===== config.mk =====
export PLATFORM = sky130hd
export DESIGN_NAME = luckScreen
export DESIGN_NICKNAME = d
export VERILOG_FILES = /design/src/logic/apbPkg.sv /design/src/logic/screenPkg.sv /design/src/logic/apbLayerRegs.sv /design/src/logic/digitLayer.sv /design/src/logic/layerMixer.sv /design/src/logic/luckScreen.sv /design/src/logic/rasterScanner.sv
export SDC_FILE = /design/constraint.sdc
export NUM_CORES = 1
export LEC_CHECK = 0
export BUFFER_PORTS_ARGS = -buffer_cell sky130_fd_sc_hd__buf_2
export CORE_ASPECT_RATIO = 1.5
export CORE_MARGIN = 4
export CORE_UTILIZATION = 30
export CTS_BUF_LIST = sky130_fd_sc_hd__clkbuf_8 sky130_fd_sc_hd__clkbuf_16
export DETAILED_ROUTE_END_ITERATION = 7
export SYNTH_ARGS = -nofsm -noshare
export SYNTH_HDL_FRONTEND = slang
export SYNTH_SLANG_ARGS = --single-unit

===== constraint.sdc =====
create_clock -name clk -period 4.2 [get_ports clk]
set_input_delay 0.21 -clock clk [delete_from_list [all_inputs] [get_ports clk]]
set_output_delay 0.21 -clock clk [all_outputs]
set_load 0.1 [all_outputs]

===== src/logic/apbPkg.sv =====
`default_nettype none

package apbPkg;

typedef struct packed {
	logic			psel;
	logic			penable;
	logic			pwrite;
	logic	[7:0]	paddr;
	logic	[31:0]	pwdata;
} apbReqT;

typedef struct packed {
	logic			pready;
	logic			pslverr;
	logic	[31:0]	prdata;
} apbRspT;

// per-layer register window
localparam logic [7:0] CTRL_OFFSET = 8'd0;
localparam logic [7:0] POS_OFFSET = 8'd4;
localparam logic [7:0] LAYER_STRIDE = 8'd8;

// control register fields
localparam int unsigned CTRL_ENABLE_BIT = 31;
localparam int unsigned CTRL_DIGIT_LSB = 16;
localparam int unsigned CTRL_COLOUR_LSB = 0;

// position register fields
localparam int unsigned POS_X_LSB = 16;
localparam int unsigned POS_Y_LSB = 0;

endpackage

`default_nettype wire


===== src/logic/screenPkg.sv =====
`default_nettype none

package screenPkg;

typedef logic [10:0] coordT;

localparam int unsigned GLYPH_SIZE = 8;

// 3 red, 3 green, 2 blue
typedef struct packed {
	logic	[2:0]	red;
	logic	[2:0]	green;
	logic	[1:0]	blue;
} rgbT;

typedef struct packed {
	logic	valid;
	logic	frameStart;
	coordT	x;
	coordT	y;
} scanPixelT;

typedef struct packed {
	logic	valid;
	logic	frameStart;
	coordT	x;
	coordT	y;
	logic	draw;
	rgbT	colour;
} layerOutT;

typedef struct packed {
	logic			enable;
	logic	[3:0]	digit;
	rgbT			colour;
	coordT			topLeftX;
	coordT			topLeftY;
} layerCfgT;

// seven-segment font, bit 7 is the leftmost column
function automatic logic [7:0] glyphRow(input logic [3:0] digit, input logic [2:0] row);
	logic [6:0] seg;
	logic [7:0] rowBits;
	// segments in order a b c d e f g
	case (digit)
		4'd0: seg = 7'b1111110;
		4'd1: seg = 7'b0110000;
		4'd2: seg = 7'b1101101;
		4'd3: seg = 7'b1111001;
		4'd4: seg = 7'b0110011;
		4'd5: seg = 7'b1011011;
		4'd6: seg = 7'b1011111;
		4'd7: seg = 7'b1110000;
		4'd8: seg = 7'b1111111;
		4'd9: seg = 7'b1111011;
		default: seg = 7'b0000000;
	endcase
	case (row)
		3'd0: rowBits = seg[6] ? 8'b0111_1100 : 8'b0;
		3'd1, 3'd2: rowBits = (seg[1] ? 8'b0100_0000 : 8'b0) | (seg[5] ? 8'b0000_0100 : 8'b0);
		3'd3: rowBits = seg[0] ? 8'b0111_1100 : 8'b0;
		3'd4, 3'd5: rowBits = (seg[2] ? 8'b0100_0000 : 8'b0) | (seg[4] ? 8'b0000_0100 : 8'b0);
		3'd6: rowBits = seg[3] ? 8'b0111_1100 : 8'b0;
		// bottom row stays blank as spacing
		default: rowBits = 8'b0;
	endcase
	return rowBits;
endfunction

endpackage

`default_nettype wire


===== src/logic/apbLayerRegs.sv =====
`default_nettype none

module apbLayerRegs #(
	parameter int NUM_LAYERS = 4
)(
	input	logic					clk,
	input	logic					rstN,
	input	apbPkg::apbReqT			apbReq,
	output	apbPkg::apbRspT			apbRsp,
	output	screenPkg::layerCfgT	cfg [NUM_LAYERS]
);

import screenPkg::*;
import apbPkg::*;

localparam logic [3:0] LAST_DIGIT = 4'd9;

logic			access;
logic	[7:0]	layerIdx;
logic	[7:0]	regOff;
logic			isCtrl;
logic			isPos;
logic			addrBad;
logic			digitBad;
logic			accessErr;
logic	[31:0]	rdWord;

always_comb begin
	access = apbReq.psel && apbReq.penable;
	layerIdx = apbReq.paddr / LAYER_STRIDE;
	regOff = apbReq.paddr % LAYER_STRIDE;
	isCtrl = (regOff == CTRL_OFFSET);
	isPos = (regOff == POS_OFFSET);
	// beyond the last layer or not on a register boundary
	addrBad = (layerIdx >= NUM_LAYERS) || !(isCtrl || isPos);
	digitBad = apbReq.pwrite && isCtrl
		&& (apbReq.pwdata[CTRL_DIGIT_LSB +: 4] > LAST_DIGIT);
	accessErr = addrBad || digitBad;
end

always_comb begin
	rdWord = '0;
	for (int k = 0; k < NUM_LAYERS; k++) begin
		if (layerIdx == k) begin
			if (isCtrl) begin
				rdWord[CTRL_ENABLE_BIT] = cfg[k].enable;
				rdWord[CTRL_DIGIT_LSB +: 4] = cfg[k].digit;
				rdWord[CTRL_COLOUR_LSB +: $bits(rgbT)] = cfg[k].colour;
			end else if (isPos) begin
				rdWord[POS_X_LSB +: $bits(coordT)] = cfg[k].topLeftX;
				rdWord[POS_Y_LSB +: $bits(coordT)] = cfg[k].topLeftY;
			end
		end
	end
end

// no wait states, response in the access cycle
always_comb begin
	apbRsp.pready = access;
	apbRsp.pslverr = access && accessErr;
	apbRsp.prdata = (access && !apbReq.pwrite) ? rdWord : '0;
end

always_ff @(posedge clk) begin
	if (!rstN) begin
		for (int k = 0; k < NUM_LAYERS; k++) begin
			cfg[k] <= '0;
		end
	end else if (access && apbReq.pwrite && !accessErr) begin
		for (int k = 0; k < NUM_LAYERS; k++) begin
			if (layerIdx == k) begin
				if (isCtrl) begin
					cfg[k].enable <= apbReq.pwdata[CTRL_ENABLE_BIT];
					cfg[k].digit <= apbReq.pwdata[CTRL_DIGIT_LSB +: 4];
					cfg[k].colour <= rgbT'(apbReq.pwdata[CTRL_COLOUR_LSB +: $bits(rgbT)]);
				end else begin
					cfg[k].topLeftX <= apbReq.pwdata[POS_X_LSB +: $bits(coordT)];
					cfg[k].topLeftY <= apbReq.pwdata[POS_Y_LSB +: $bits(coordT)];
				end
			end
		end
	end
end

// every access cycle follows a setup cycle
assert property (@(posedge clk) disable iff (!rstN)
	apbReq.penable |-> apbReq.psel && $past(apbReq.psel && !apbReq.penable))
	else $error("APB access without a preceding setup cycle");

endmodule

`default_nettype wire


===== src/logic/digitLayer.sv =====
`default_nettype none

module digitLayer(
	input	logic					clk,
	input	logic					rstN,
	input	screenPkg::scanPixelT	scan,
	input	screenPkg::layerCfgT	cfg,
	output	screenPkg::layerOutT	layerOut
);

import screenPkg::*;

localparam int unsigned IDX_BITS = $clog2(GLYPH_SIZE);

coordT						offsetX;
coordT						offsetY;
logic						insideRectangle;
logic	[IDX_BITS-1:0]		col;
logic	[IDX_BITS-1:0]		row;
logic	[GLYPH_SIZE-1:0]	rowBits;
logic						fontBit;

// rectangle hit test
always_comb begin
	offsetX = scan.x - cfg.topLeftX;
	offsetY = scan.y - cfg.topLeftY;
	insideRectangle = (scan.x >= cfg.topLeftX) && (scan.y >= cfg.topLeftY)
		&& (offsetX < GLYPH_SIZE) && (offsetY < GLYPH_SIZE);
end

// font lookup
always_comb begin
	col = offsetX[IDX_BITS-1:0];
	row = offsetY[IDX_BITS-1:0];
	rowBits = glyphRow(cfg.digit, row);
	fontBit = rowBits[(GLYPH_SIZE - 1) - col];
end

always_ff @(posedge clk) begin
	layerOut.x <= scan.x;
	layerOut.y <= scan.y;
	layerOut.colour <= cfg.colour;
	if (!rstN) begin
		layerOut.valid <= 1'b0;
		layerOut.frameStart <= 1'b0;
		layerOut.draw <= 1'b0;
	end else begin
		layerOut.valid <= scan.valid;
		layerOut.frameStart <= scan.frameStart;
		layerOut.draw <= scan.valid && cfg.enable && insideRectangle && fontBit;
	end
end

endmodule

`default_nettype wire


===== src/logic/layerMixer.sv =====
`default_nettype none

module layerMixer #(
	parameter int NUM_LAYERS = 4
)(
	input	logic					clk,
	input	logic					rstN,
	input	screenPkg::layerOutT	layers [NUM_LAYERS],
	output	screenPkg::layerOutT	pixelOut
);

import screenPkg::*;

logic	anyDraw;
rgbT	winColour;

always_comb begin
	anyDraw = 1'b0;
	winColour = '0;
	// walk downwards so the lowest index lands last
	for (int k = NUM_LAYERS - 1; k >= 0; k--) begin
		if (layers[k].draw) begin
			anyDraw = 1'b1;
			winColour = layers[k].colour;
		end
	end
end

always_ff @(posedge clk) begin
	pixelOut.x <= layers[0].x;
	pixelOut.y <= layers[0].y;
	pixelOut.colour <= winColour;
	if (!rstN) begin
		pixelOut.valid <= 1'b0;
		pixelOut.frameStart <= 1'b0;
		pixelOut.draw <= 1'b0;
	end else begin
		pixelOut.valid <= layers[0].valid;
		pixelOut.frameStart <= layers[0].frameStart;
		pixelOut.draw <= anyDraw;
	end
end

assert property (@(posedge clk) disable iff (!rstN)
	pixelOut.draw |-> pixelOut.valid)
	else $error("pixel drawn outside a valid cycle");

// layer 0 coordinates stand for every layer
for (genvar k = 1; k < NUM_LAYERS; k++) begin : alignedCheck
	assert property (@(posedge clk) disable iff (!rstN)
		layers[k].valid |-> (layers[k].x == layers[0].x) && (layers[k].y == layers[0].y))
		else $error("layer %0d out of step with layer 0", k);
end

endmodule

`default_nettype wire


===== src/logic/luckScreen.sv =====
`default_nettype none

module luckScreen #(
	parameter int NUM_LAYERS = 4,
	parameter int H_ACTIVE = 32,
	parameter int V_ACTIVE = 24
)(
	input	logic					clk,
	input	logic					rstN,
	input	apbPkg::apbReqT			apbReq,
	output	apbPkg::apbRspT			apbRsp,
	output	screenPkg::layerOutT	pixelOut
);

import screenPkg::*;

scanPixelT	scan;
layerCfgT	cfg [NUM_LAYERS];
layerOutT	layerOuts [NUM_LAYERS];

rasterScanner #(.H_ACTIVE(H_ACTIVE), .V_ACTIVE(V_ACTIVE)) rasterScanner_i(
// input
	.clk(clk),
	.rstN(rstN),
// output
	.scan(scan)
);

apbLayerRegs #(.NUM_LAYERS(NUM_LAYERS)) apbLayerRegs_i(
// input
	.clk(clk),
	.rstN(rstN),
	.apbReq(apbReq),
// output
	.apbRsp(apbRsp),
	.cfg(cfg)
);

// one glyph per layer
for (genvar k = 0; k < NUM_LAYERS; k++) begin : layerGen
	digitLayer digitLayer_i(
	// input
		.clk(clk),
		.rstN(rstN),
		.scan(scan),
		.cfg(cfg[k]),
	// output
		.layerOut(layerOuts[k])
	);
end

layerMixer #(.NUM_LAYERS(NUM_LAYERS)) layerMixer_i(
// input
	.clk(clk),
	.rstN(rstN),
	.layers(layerOuts),
// output
	.pixelOut(pixelOut)
);

endmodule

`default_nettype wire


===== src/logic/rasterScanner.sv =====
`default_nettype none

module rasterScanner #(
	parameter int H_ACTIVE = 32,
	parameter int V_ACTIVE = 24
)(
	input	logic					clk,
	input	logic					rstN,
	output	screenPkg::scanPixelT	scan
);

import screenPkg::*;

localparam coordT X_LAST = coordT'(H_ACTIVE - 1);
localparam coordT Y_LAST = coordT'(V_ACTIVE - 1);

coordT xCnt;
coordT yCnt;

always_ff @(posedge clk) begin
	if (!rstN) begin
		xCnt <= '0;
		yCnt <= '0;
	end else if (xCnt == X_LAST) begin
		xCnt <= '0;
		yCnt <= (yCnt == Y_LAST) ? '0 : yCnt + 1'b1;
	end else begin
		xCnt <= xCnt + 1'b1;
	end
end

// output stage
always_ff @(posedge clk) begin
	scan.x <= xCnt;
	scan.y <= yCnt;
	if (!rstN) begin
		scan.valid <= 1'b0;
		scan.frameStart <= 1'b0;
	end else begin
		scan.valid <= 1'b1;
		scan.frameStart <= (xCnt == '0) && (yCnt == '0);
	end
end

assert property (@(posedge clk) disable iff (!rstN)
	scan.valid |-> (scan.x < H_ACTIVE) && (scan.y < V_ACTIVE))
	else $error("scan coordinate outside the active area");

endmodule

`default_nettype wire


==> impl_results.md, run 1 <==
* Initial core utilization at 30.5%
* Worst path max stage delay at 0.50 ns
* Multi-input gate area at 0.00923 mm²
* Clock Sinks at 307
* Depth of the most critical reg-to-reg path at 11
* CTS max path bufs at 3
* Fmax at 281 MHz
* Synthesized-area fraction occupied by adder cells at 9.82%
* Post-layout min period at 3.55 ns
* Reg2Reg Setup Slack at 0.65 ns
* CP required at 4.70 ns
* Sum Neg Setup Slack at 0 ns
* Startpoint class of the critical path: flip-flop
* YS warnings at 0
* Remaining DRCs at 3
* Worst path bufs/invs at 2
* Syn Inst Count at 1997
* Drt pass-1 iters at 8
* Critical path depth in cells at 11
* CP Capture Type: flip-flop
* Die ar. at 0.0586 mm²
* Syn avg cell area at 8.22 µm²
* PnR Total Power at 6290 µW
* Main combinational cell family by area after synthesis: compound AO/OA/AOI/OAI gates
* Vias per inst at 5.32
* Routed length per instance at 20.8 µm
* CTS tree: yes
* Result of the run: finished, violations left
* Mux contribution to synthesized area at 3.39%
* Worst R2R End: layerGen[0].digitLayer_i.layerOut[8]
* Setup Skew at 0.0226 ns
* Worst-margin pin slew at 1.23 ns
* Crit path top cell by count: inv_1
* Relative max-transition margin at 17.5%
* Final period util at 84.6%
* Post-synthesis compound-gate area fraction at 22.2%
* Max Cap Viol at 0
* Register area at 0.00615 mm²
* Worst path slowest cell: fa_1
* Crit path kind: flip-flop to flip-flop
* CP top delay family: simple AND/OR/NAND/NOR gates
* IR drop worst, VDD at 0.000345 V
* Post-synthesis to final-layout area growth at 14.6%
* Max Slew Vio Count at 0
* Pleak at 0.00731 µW
* Die Y-Extent at 294 µm
* Via count at 14800
* Seq/Total Area, Yosys at 37.5%
* Die extent in x at 199 µm
* Vias in the first global route at 14500
* Site row count at 104
* Number of synthesized register bits at 307
* Crit Path Max Fanout at 4
* All-Layer GR Usage at 19.2%
* Share of cells above drive strength 1 at 9.71%
* Most common cell after layout, fill and taps aside: nand2_1
* Initial antenna violation count at 1
* Root Buffer: clkbuf_16
* Fin. Hold Viols at 0
* Cell variety after synth at 78
* Top FF cell, synth: dfxtp_1
* Async SR Flop Fraction at 0%
* Final RePlAce weighted congestion at 0.935
* DRT Wirelength at 58100 µm
* Simple-gate share of the synthesized area at 18.1%
* Synth Cell Area at 0.0164 mm²
* Core area at 0.0539 mm²
* Clk slew on worst S/H paths at 0.07 ns
* Pin count of the biggest net entering global routing at 182
* EDFF count, synth at 0
* RSZ-0062 raised after global routing: false
* First-pass GRT wire length at 86700 µm
* Hold Crit Class: input port to flip-flop
* Post-CTS Setup Bufs at 0
* Worst R2R Start: rasterScanner_i.scan[0]
* Clock buffer count from CTS at 31
* Crit path to: layerGen[0].digitLayer_i.layerOut[8]
* Critical Path Start: rasterScanner_i.scan[0]
* Hold_ws at 0.0386 ns
* Cells along the critical path: inv_1 -> ha_1 -> inv_1 -> fa_1 -> a211oi_1 -> o21ai_0 -> o31ai_1 -> xnor2_1 -> or3_1 -> or4_1 -> nor4_1
* Final ANT Viol Nets at 0
* Dpl hpwl at 43900 µm
* CTS Hold Bufs at 19
* Failing checks: DRC
* Nets at 2245
* Clock latency on the worst-skew pair at 0.59 ns
* Setup-failing EPs final at 0
* Number of fill cells at 5605
* Resized Gates After CTS at 0
* # IOs at 112
* Data arrival time of the worst path at 4.05 ns
* 1st-iter DRT viols at 1011
* H-tree lvl count at 1
* Pwr dens at 334 mW/mm²
* # diodes at 0
* Most frequent cells in the layout: nand2_1 (352), dfxtp_1 (307), inv_1 (167)
* IO buf count at 93
* Global route overflow at 0
* XOR/XNOR Fraction of Synth Area at 2.40%
==> synth_stat cells (all sizes together) (23+ instances only) <==
cell,count,area share (%)
nand2,352,8.1
dfxtp,307,37
inv,166,3.8
a21boi,139,6.4
ha,116,8.8
nor2,105,2.4
a21oi,104,3.2
o21ai,96,2.9
clkbuf,66,1.5
o22ai,46,1.8
mux2i,41,2.5
nor3,40,1.3
buf,33,1.2
nand3,26,0.79
xor2,24,1.3
nand2b,23,0.88
==> registers in the layout, summed over array words and instances, names as in the netlist, named ones only <==
name,flops
apbLayerRegs_i.cfg,140
rasterScanner_i.scan,24
rasterScanner_i.yCnt,11
rasterScanner_i.xCnt,11
layerMixer_i.pixelOut,33
layerGen.digitLayer_i.layerOut,60
==> cell type report <==
| cell class | count | area share, % |
|---|---|---|
| Inverter | 166 | 3.31 |
| Tap cell | 689 | 4.58 |
| Clock buffer | 38 | 4.64 |
| Sequential cell | 307 | 32.7 |
| Clock inverter | 19 | 1.16 |
| Multi-Input combinational cell | 1433 | 49.1 |
| Timing Repair Buffer | 137 | 4.56 |
==> worst min path at each step <==
stage,to,cells after the start,startpoint,slack [ns]
2_1_floorplan,rasterScanner_i.scan[23],0,rstN,0.24
3_3_place_gp,layerMixer_i.pixelOut[16],0,layerGen[0].digitLayer_i.layerOut[16],0.31
3_5_place_dp,layerMixer_i.pixelOut[26],0,layerGen[0].digitLayer_i.layerOut[26],0.31
4_1_cts,apbLayerRegs_i.cfg[11],3,apbReq[16],0.02
5_1_grt,apbLayerRegs_i.cfg[11],3,apbReq[16],0.03
6_report,apbLayerRegs_i.cfg[11],3,apbReq[16],0.04
==> power breakdown <==
part	switching (µW)	internal (µW)	total, µW	leakage, µW
sequential	13.9	2920	2940	0.00248
combinational	262	126	388	0.00429
clock	1240	1720	2960	0.000545
total	1520	4770	6290	0.00731
==> worst register-to-register path, cell delays in order, from the launching register on <==
cell and delay (ns):
dfxtp_1 0.32, inv_1 0.27, ha_1 0.26, inv_1 0.07
fa_1 0.50, a211oi_1 0.32, o21ai_0 0.19, o31ai_1 0.37
xnor2_1 0.10, or3_1 0.36, or4_1 0.47, nor4_1 0.25
==> logic make-up (layout without fill, tap and decap cells) <==
| kind of cell | after synthesis | count (layout) |
|---|---|---|
| AND/OR/NAND/NOR | 662 | 662 |
| AO/OA/AOI/OAI | 543 | 543 |
| flip-flops | 307 | 307 |
| buffers and inverters | 265 | 360 |
| adder cells (fa/ha/maj) | 124 | 124 |
| multiplexers | 50 | 50 |
| XOR/XNOR | 45 | 45 |
| other | 1 | 9 |
==> through the flow <==
| step | std cells | setup WS [ns] | cell area, µm² | util, % |
|---|---|---|---|---|
| after global routing | 2789 | 0.346 | 18800 | 34.9 |
| final | 2789 | 0.647 | 18800 | 34.9 |
| after detailed placement | 2713 | 0.587 | 17500 | 32.5 |
| after floorplan | 2005 | 0.353 | 16400 | - |
| after global placement | 2713 | 0.620 | 17500 | 32.5 |
| after CTS | 2789 | 0.643 | 18800 | 34.9 |
==> per-layer routing <==
layer,GRT usage [%],share of wire (%)
met5,0,0.022
met3,2.41,5.4
met4,13.3,8.4
met2,33.1,48
met1,21.8,38
No activity file was read; power rests on OpenSTA's default activity.
==> inputs of run 2 (changes only) <==
==> constraint.sdc (replaced) <==
create_clock -name clk -period 3.4 [get_ports clk]
set_input_delay 0.17 -clock clk [delete_from_list [all_inputs] [get_ports clk]]
set_output_delay 0.17 -clock clk [all_outputs]
set_load 0.1 [all_outputs]
==> run 2 against run 1 <==
Net effect:
- the flow now finishes without violations
- final cell count grew 1.7%
- total power increased by 29%
- critical path depth fell by 1
- sequential share of layout area shrank 1.2 points
- sequential power up 23%
- core utilization rose by 1.3 points
- clock skew is 0.0025 ns higher
- critical path type unchanged
- largest power group unchanged
==> impl_results.md, run 2 (synthesized netlist as in run 1, its figures left out) <==
* Result of the run: finished clean (was finished, violations left)
* Nets at 2293 (was 2245)
* Final ANT Viol Nets at 0 (unchanged)
* Setup Skew at 0.0251 ns (was 0.0226 ns)
* Setup slack at placement at 0.115 ns (was 0.587 ns)
* Post-layout min period at 3.17 ns (was 3.55 ns)
* Setup-failing EPs final at 0 (unchanged)
* RSZ-0062 raised after global routing: false (unchanged)
* Clock buffer count from CTS at 34 (was 31)
* Worst path max stage delay at 0.55 ns (was 0.50 ns)
* Pwr dens at 415 mW/mm² (was 334 mW/mm²)
* Routed length per instance at 21.1 µm (was 20.8 µm)
* Worst R2R Start: rasterScanner_i.scan[11] (was rasterScanner_i.scan[0])
* Sequential share of power at 44.7% (was 46.7%)
* Fin. Hold Viols at 0 (unchanged)
* Max Slew Vio Count at 0 (unchanged)
* Pin count of the biggest net entering global routing at 182 (unchanged)
* Crit path to: layerGen[1].digitLayer_i.layerOut[8] (was layerGen[0].digitLayer_i.layerOut[8])
* CTS max path bufs at 3 (unchanged)
* Multi-input gate area at 0.00928 mm² (was 0.00923 mm²)
* Crit path kind: flip-flop to flip-flop (unchanged)
* Share of cells above drive strength 1 at 12.3% (was 9.71%)
* Biggest regs: apbLayerRegs_i.cfg (140), layerGen.digitLayer_i.layerOut (60), layerMixer_i.pixelOut (33) (unchanged)
* Clock Sinks at 307 (unchanged)
* Clk network pwr share at 49.0% (was 47.1%)
* Vias in the first global route at 14600 (was 14500)
* Site row count at 104 (unchanged)
* Critical path depth in cells at 10 (was 11)
* Root Buffer: clkbuf_16 (unchanged)
* Most frequent cells in the layout: nand2_1 (352), dfxtp_1 (307), inv_1 (163) (was nand2_1 (352), dfxtp_1 (307), inv_1 (167))
* Hold Crit Class: input port to flip-flop (unchanged)
* Layout Utilization at 36.2% (was 34.9%)
* Crit path top cell by count: or4_1 (was inv_1)
* Internal power at 6140 µW (was 4770 µW)
* DRT Wirelength at 59800 µm (was 58100 µm)
* Drt pass-1 iters at 7 (was 8)
* Initial antenna violation count at 2 (was 1)
* CP Capture Type: flip-flop (unchanged)
* First-pass GRT wire length at 88100 µm (was 86700 µm)
* Relative max-transition margin at 33.4% (was 17.5%)
* Sum Neg Setup Slack at 0 ns (unchanged)
* Final period util at 93.3% (was 84.6%)
* Max Cap Viol at 0 (unchanged)
* Clock latency on the worst-skew pair at 0.54 ns (was 0.59 ns)
* Post-CTS Setup Bufs at 0 (unchanged)
* Fmax at 315 MHz (was 281 MHz)
* Post-synthesis to final-layout area growth at 18.9% (was 14.6%)
* Worst-margin pin slew at 0.990 ns (was 1.23 ns)
* Dpl hpwl at 45900 µm (was 43900 µm)
* All-Layer GR Usage at 19.7% (was 19.2%)
* 1st-iter DRT viols at 1276 (was 1011)
* Worst path bufs/invs at 2 (unchanged)
* Final RePlAce weighted congestion at 0.967 (was 0.935)
* Setup slack after layout at 0.227 ns (was 0.647 ns)
* Die extent in x at 199 µm (unchanged)
* Worst R2R End: layerGen[1].digitLayer_i.layerOut[8] (was layerGen[0].digitLayer_i.layerOut[8])
* Pleak at 0.00762 µW (was 0.00731 µW)
* Largest reg by FF count: apbLayerRegs_i.cfg (unchanged)
* Initial core utilization at 30.5% (unchanged)
* Register area at 0.00615 mm² (unchanged)
* Depth of the most critical reg-to-reg path at 10 (was 11)
* Worst path slowest cell: or4_1 (was fa_1)
* Die Y-Extent at 294 µm (unchanged)
* Clk slew on worst S/H paths at 0.07 ns (about the same)
* # IOs at 112 (unchanged)
* Reg2Reg Setup Slack at 0.23 ns (was 0.65 ns)
* Global route overflow at 0 (unchanged)
* CP required at 3.85 ns (was 4.70 ns)
* CP top delay family: simple AND/OR/NAND/NOR gates (unchanged)
* Data arrival time of the worst path at 3.62 ns (was 4.05 ns)
* Placed insts at 2758 (was 2713)
* Comb power frac at 6.2% (about the same)
* H-tree lvl count at 2 (was 1)
* Die ar. at 0.0586 mm² (unchanged)
* Net switching power at 1960 µW (was 1520 µW)
* Cells along the critical path: inv_2 -> ha_1 -> inv_1 -> fa_1 -> xor2_1 -> a22oi_1 -> nand3_1 -> or4_1 -> or4_1 -> a2111oi_2 (was inv_1 -> ha_1 -> inv_1 -> fa_1 -> a211oi_1 -> o21ai_0 -> o31ai_1 -> xnor2_1 -> or3_1 -> or4_1 -> nor4_1)
* Most common cell after layout, fill and taps aside: nand2_1 (unchanged)
* Non-filler instance count after layout at 2837 (was 2789)
* Vias per inst at 5.33 (was 5.32)
* Core area at 0.0539 mm² (unchanged)
* Critical Path Start: rasterScanner_i.scan[11] (was rasterScanner_i.scan[0])
* Crit Path Max Fanout at 5 (was 4)
* CTS tree: yes (unchanged)
* Max reg flops at 140 (unchanged)
* Net switching fraction of the power at 24.2% (was 24.1%)
* IR drop worst, VDD at 0.000189 V (was 0.000345 V)
* Startpoint class of the critical path: flip-flop (unchanged)
* Via count at 15100 (was 14800)
* Hold_ws at 0.0520 ns (was 0.0386 ns)
* Number of fill cells at 5524 (was 5605)
* Remaining DRCs at 0 (was 3)
* IO buf count at 93 (unchanged)
run 2: worst min-delay path by stage:
stage	start	endpoint	slack [ns]	depth (start not counted)
global placement	layerGen[0].digitLayer_i.layerOut[12]	layerMixer_i.pixelOut[12]	0.31	0
global route	apbReq[16]	apbLayerRegs_i.cfg[81]	0.04	3
detailed placement	layerGen[0].digitLayer_i.layerOut[12]	layerMixer_i.pixelOut[12]	0.31	0
finish	apbReq[16]	apbLayerRegs_i.cfg[81]	0.05	3
CTS	apbReq[16]	apbLayerRegs_i.cfg[116]	0.03	3
floorplan	rstN	rasterScanner_i.scan[23]	0.20	0
run 2: routing by layer:
metal / part of all wire (%) / wire length (µm) / global-route usage, % / vias to the layer above
met3: 5.7 / 3400 / 2.45 / 165
met4: 6.4 / 3850 / 11.1 / 2
met5: 0.015 / 9 / 0 / -
met1: 39 / 23100 / 22.6 / 7130
li1: - / - / - / 7194
met2: 49 / 29500 / 35.0 / 620
run 2: stage by stage:
stage | cell area [µm²] | total power, µW
floorplan | 16500 | 4040
global placement | 18100 | 4180
detailed placement | 18100 | 4180
CTS | 19500 | 8170
global route | 19500 | 8340
finish | 19500 | 8100
run 2: timing repair:
action | CTS | global route
hold buffers | 19 | 0
hold endpoints to repair | 77 | 0
gates resized for setup | 0 | 6
setup endpoints to repair | 0 | 3
run 2: area by class of cell:
type	count	share of cell area [%]
multi-input cells	1433	47.5
flip-flops and latches	307	31.5
repair buffers	182	7.28
clock buffers	36	4.50
well taps	689	4.42
inverters	166	3.19
clock inverters	22	1.56
diodes	2	0.0256
run 2: power groups by stage:
| stage | Sequential (µW) | Combinational [µW] | Clock (µW) |
|---|---|---|---|
| 2_1_floorplan | 3730 | 309 | 0 |
| 3_3_place_gp | 3700 | 477 | 0 |
| 3_5_place_dp | 3700 | 480 | 0 |
| 4_1_cts | 3620 | 500 | 4050 |
| 5_1_grt | 3620 | 534 | 4180 |
| 6_report | 3620 | 504 | 3970 |
run 2: worst reg2reg max path, cell delays in order (launching register included):
cell	delay (ns)
dfxtp_1	0.32
inv_2	0.13
ha_1	0.18
inv_1	0.07
fa_1	0.44
xor2_1	0.24
a22oi_1	0.24
nand3_1	0.10
or4_1	0.52
or4_1	0.55
a2111oi_2	0.32
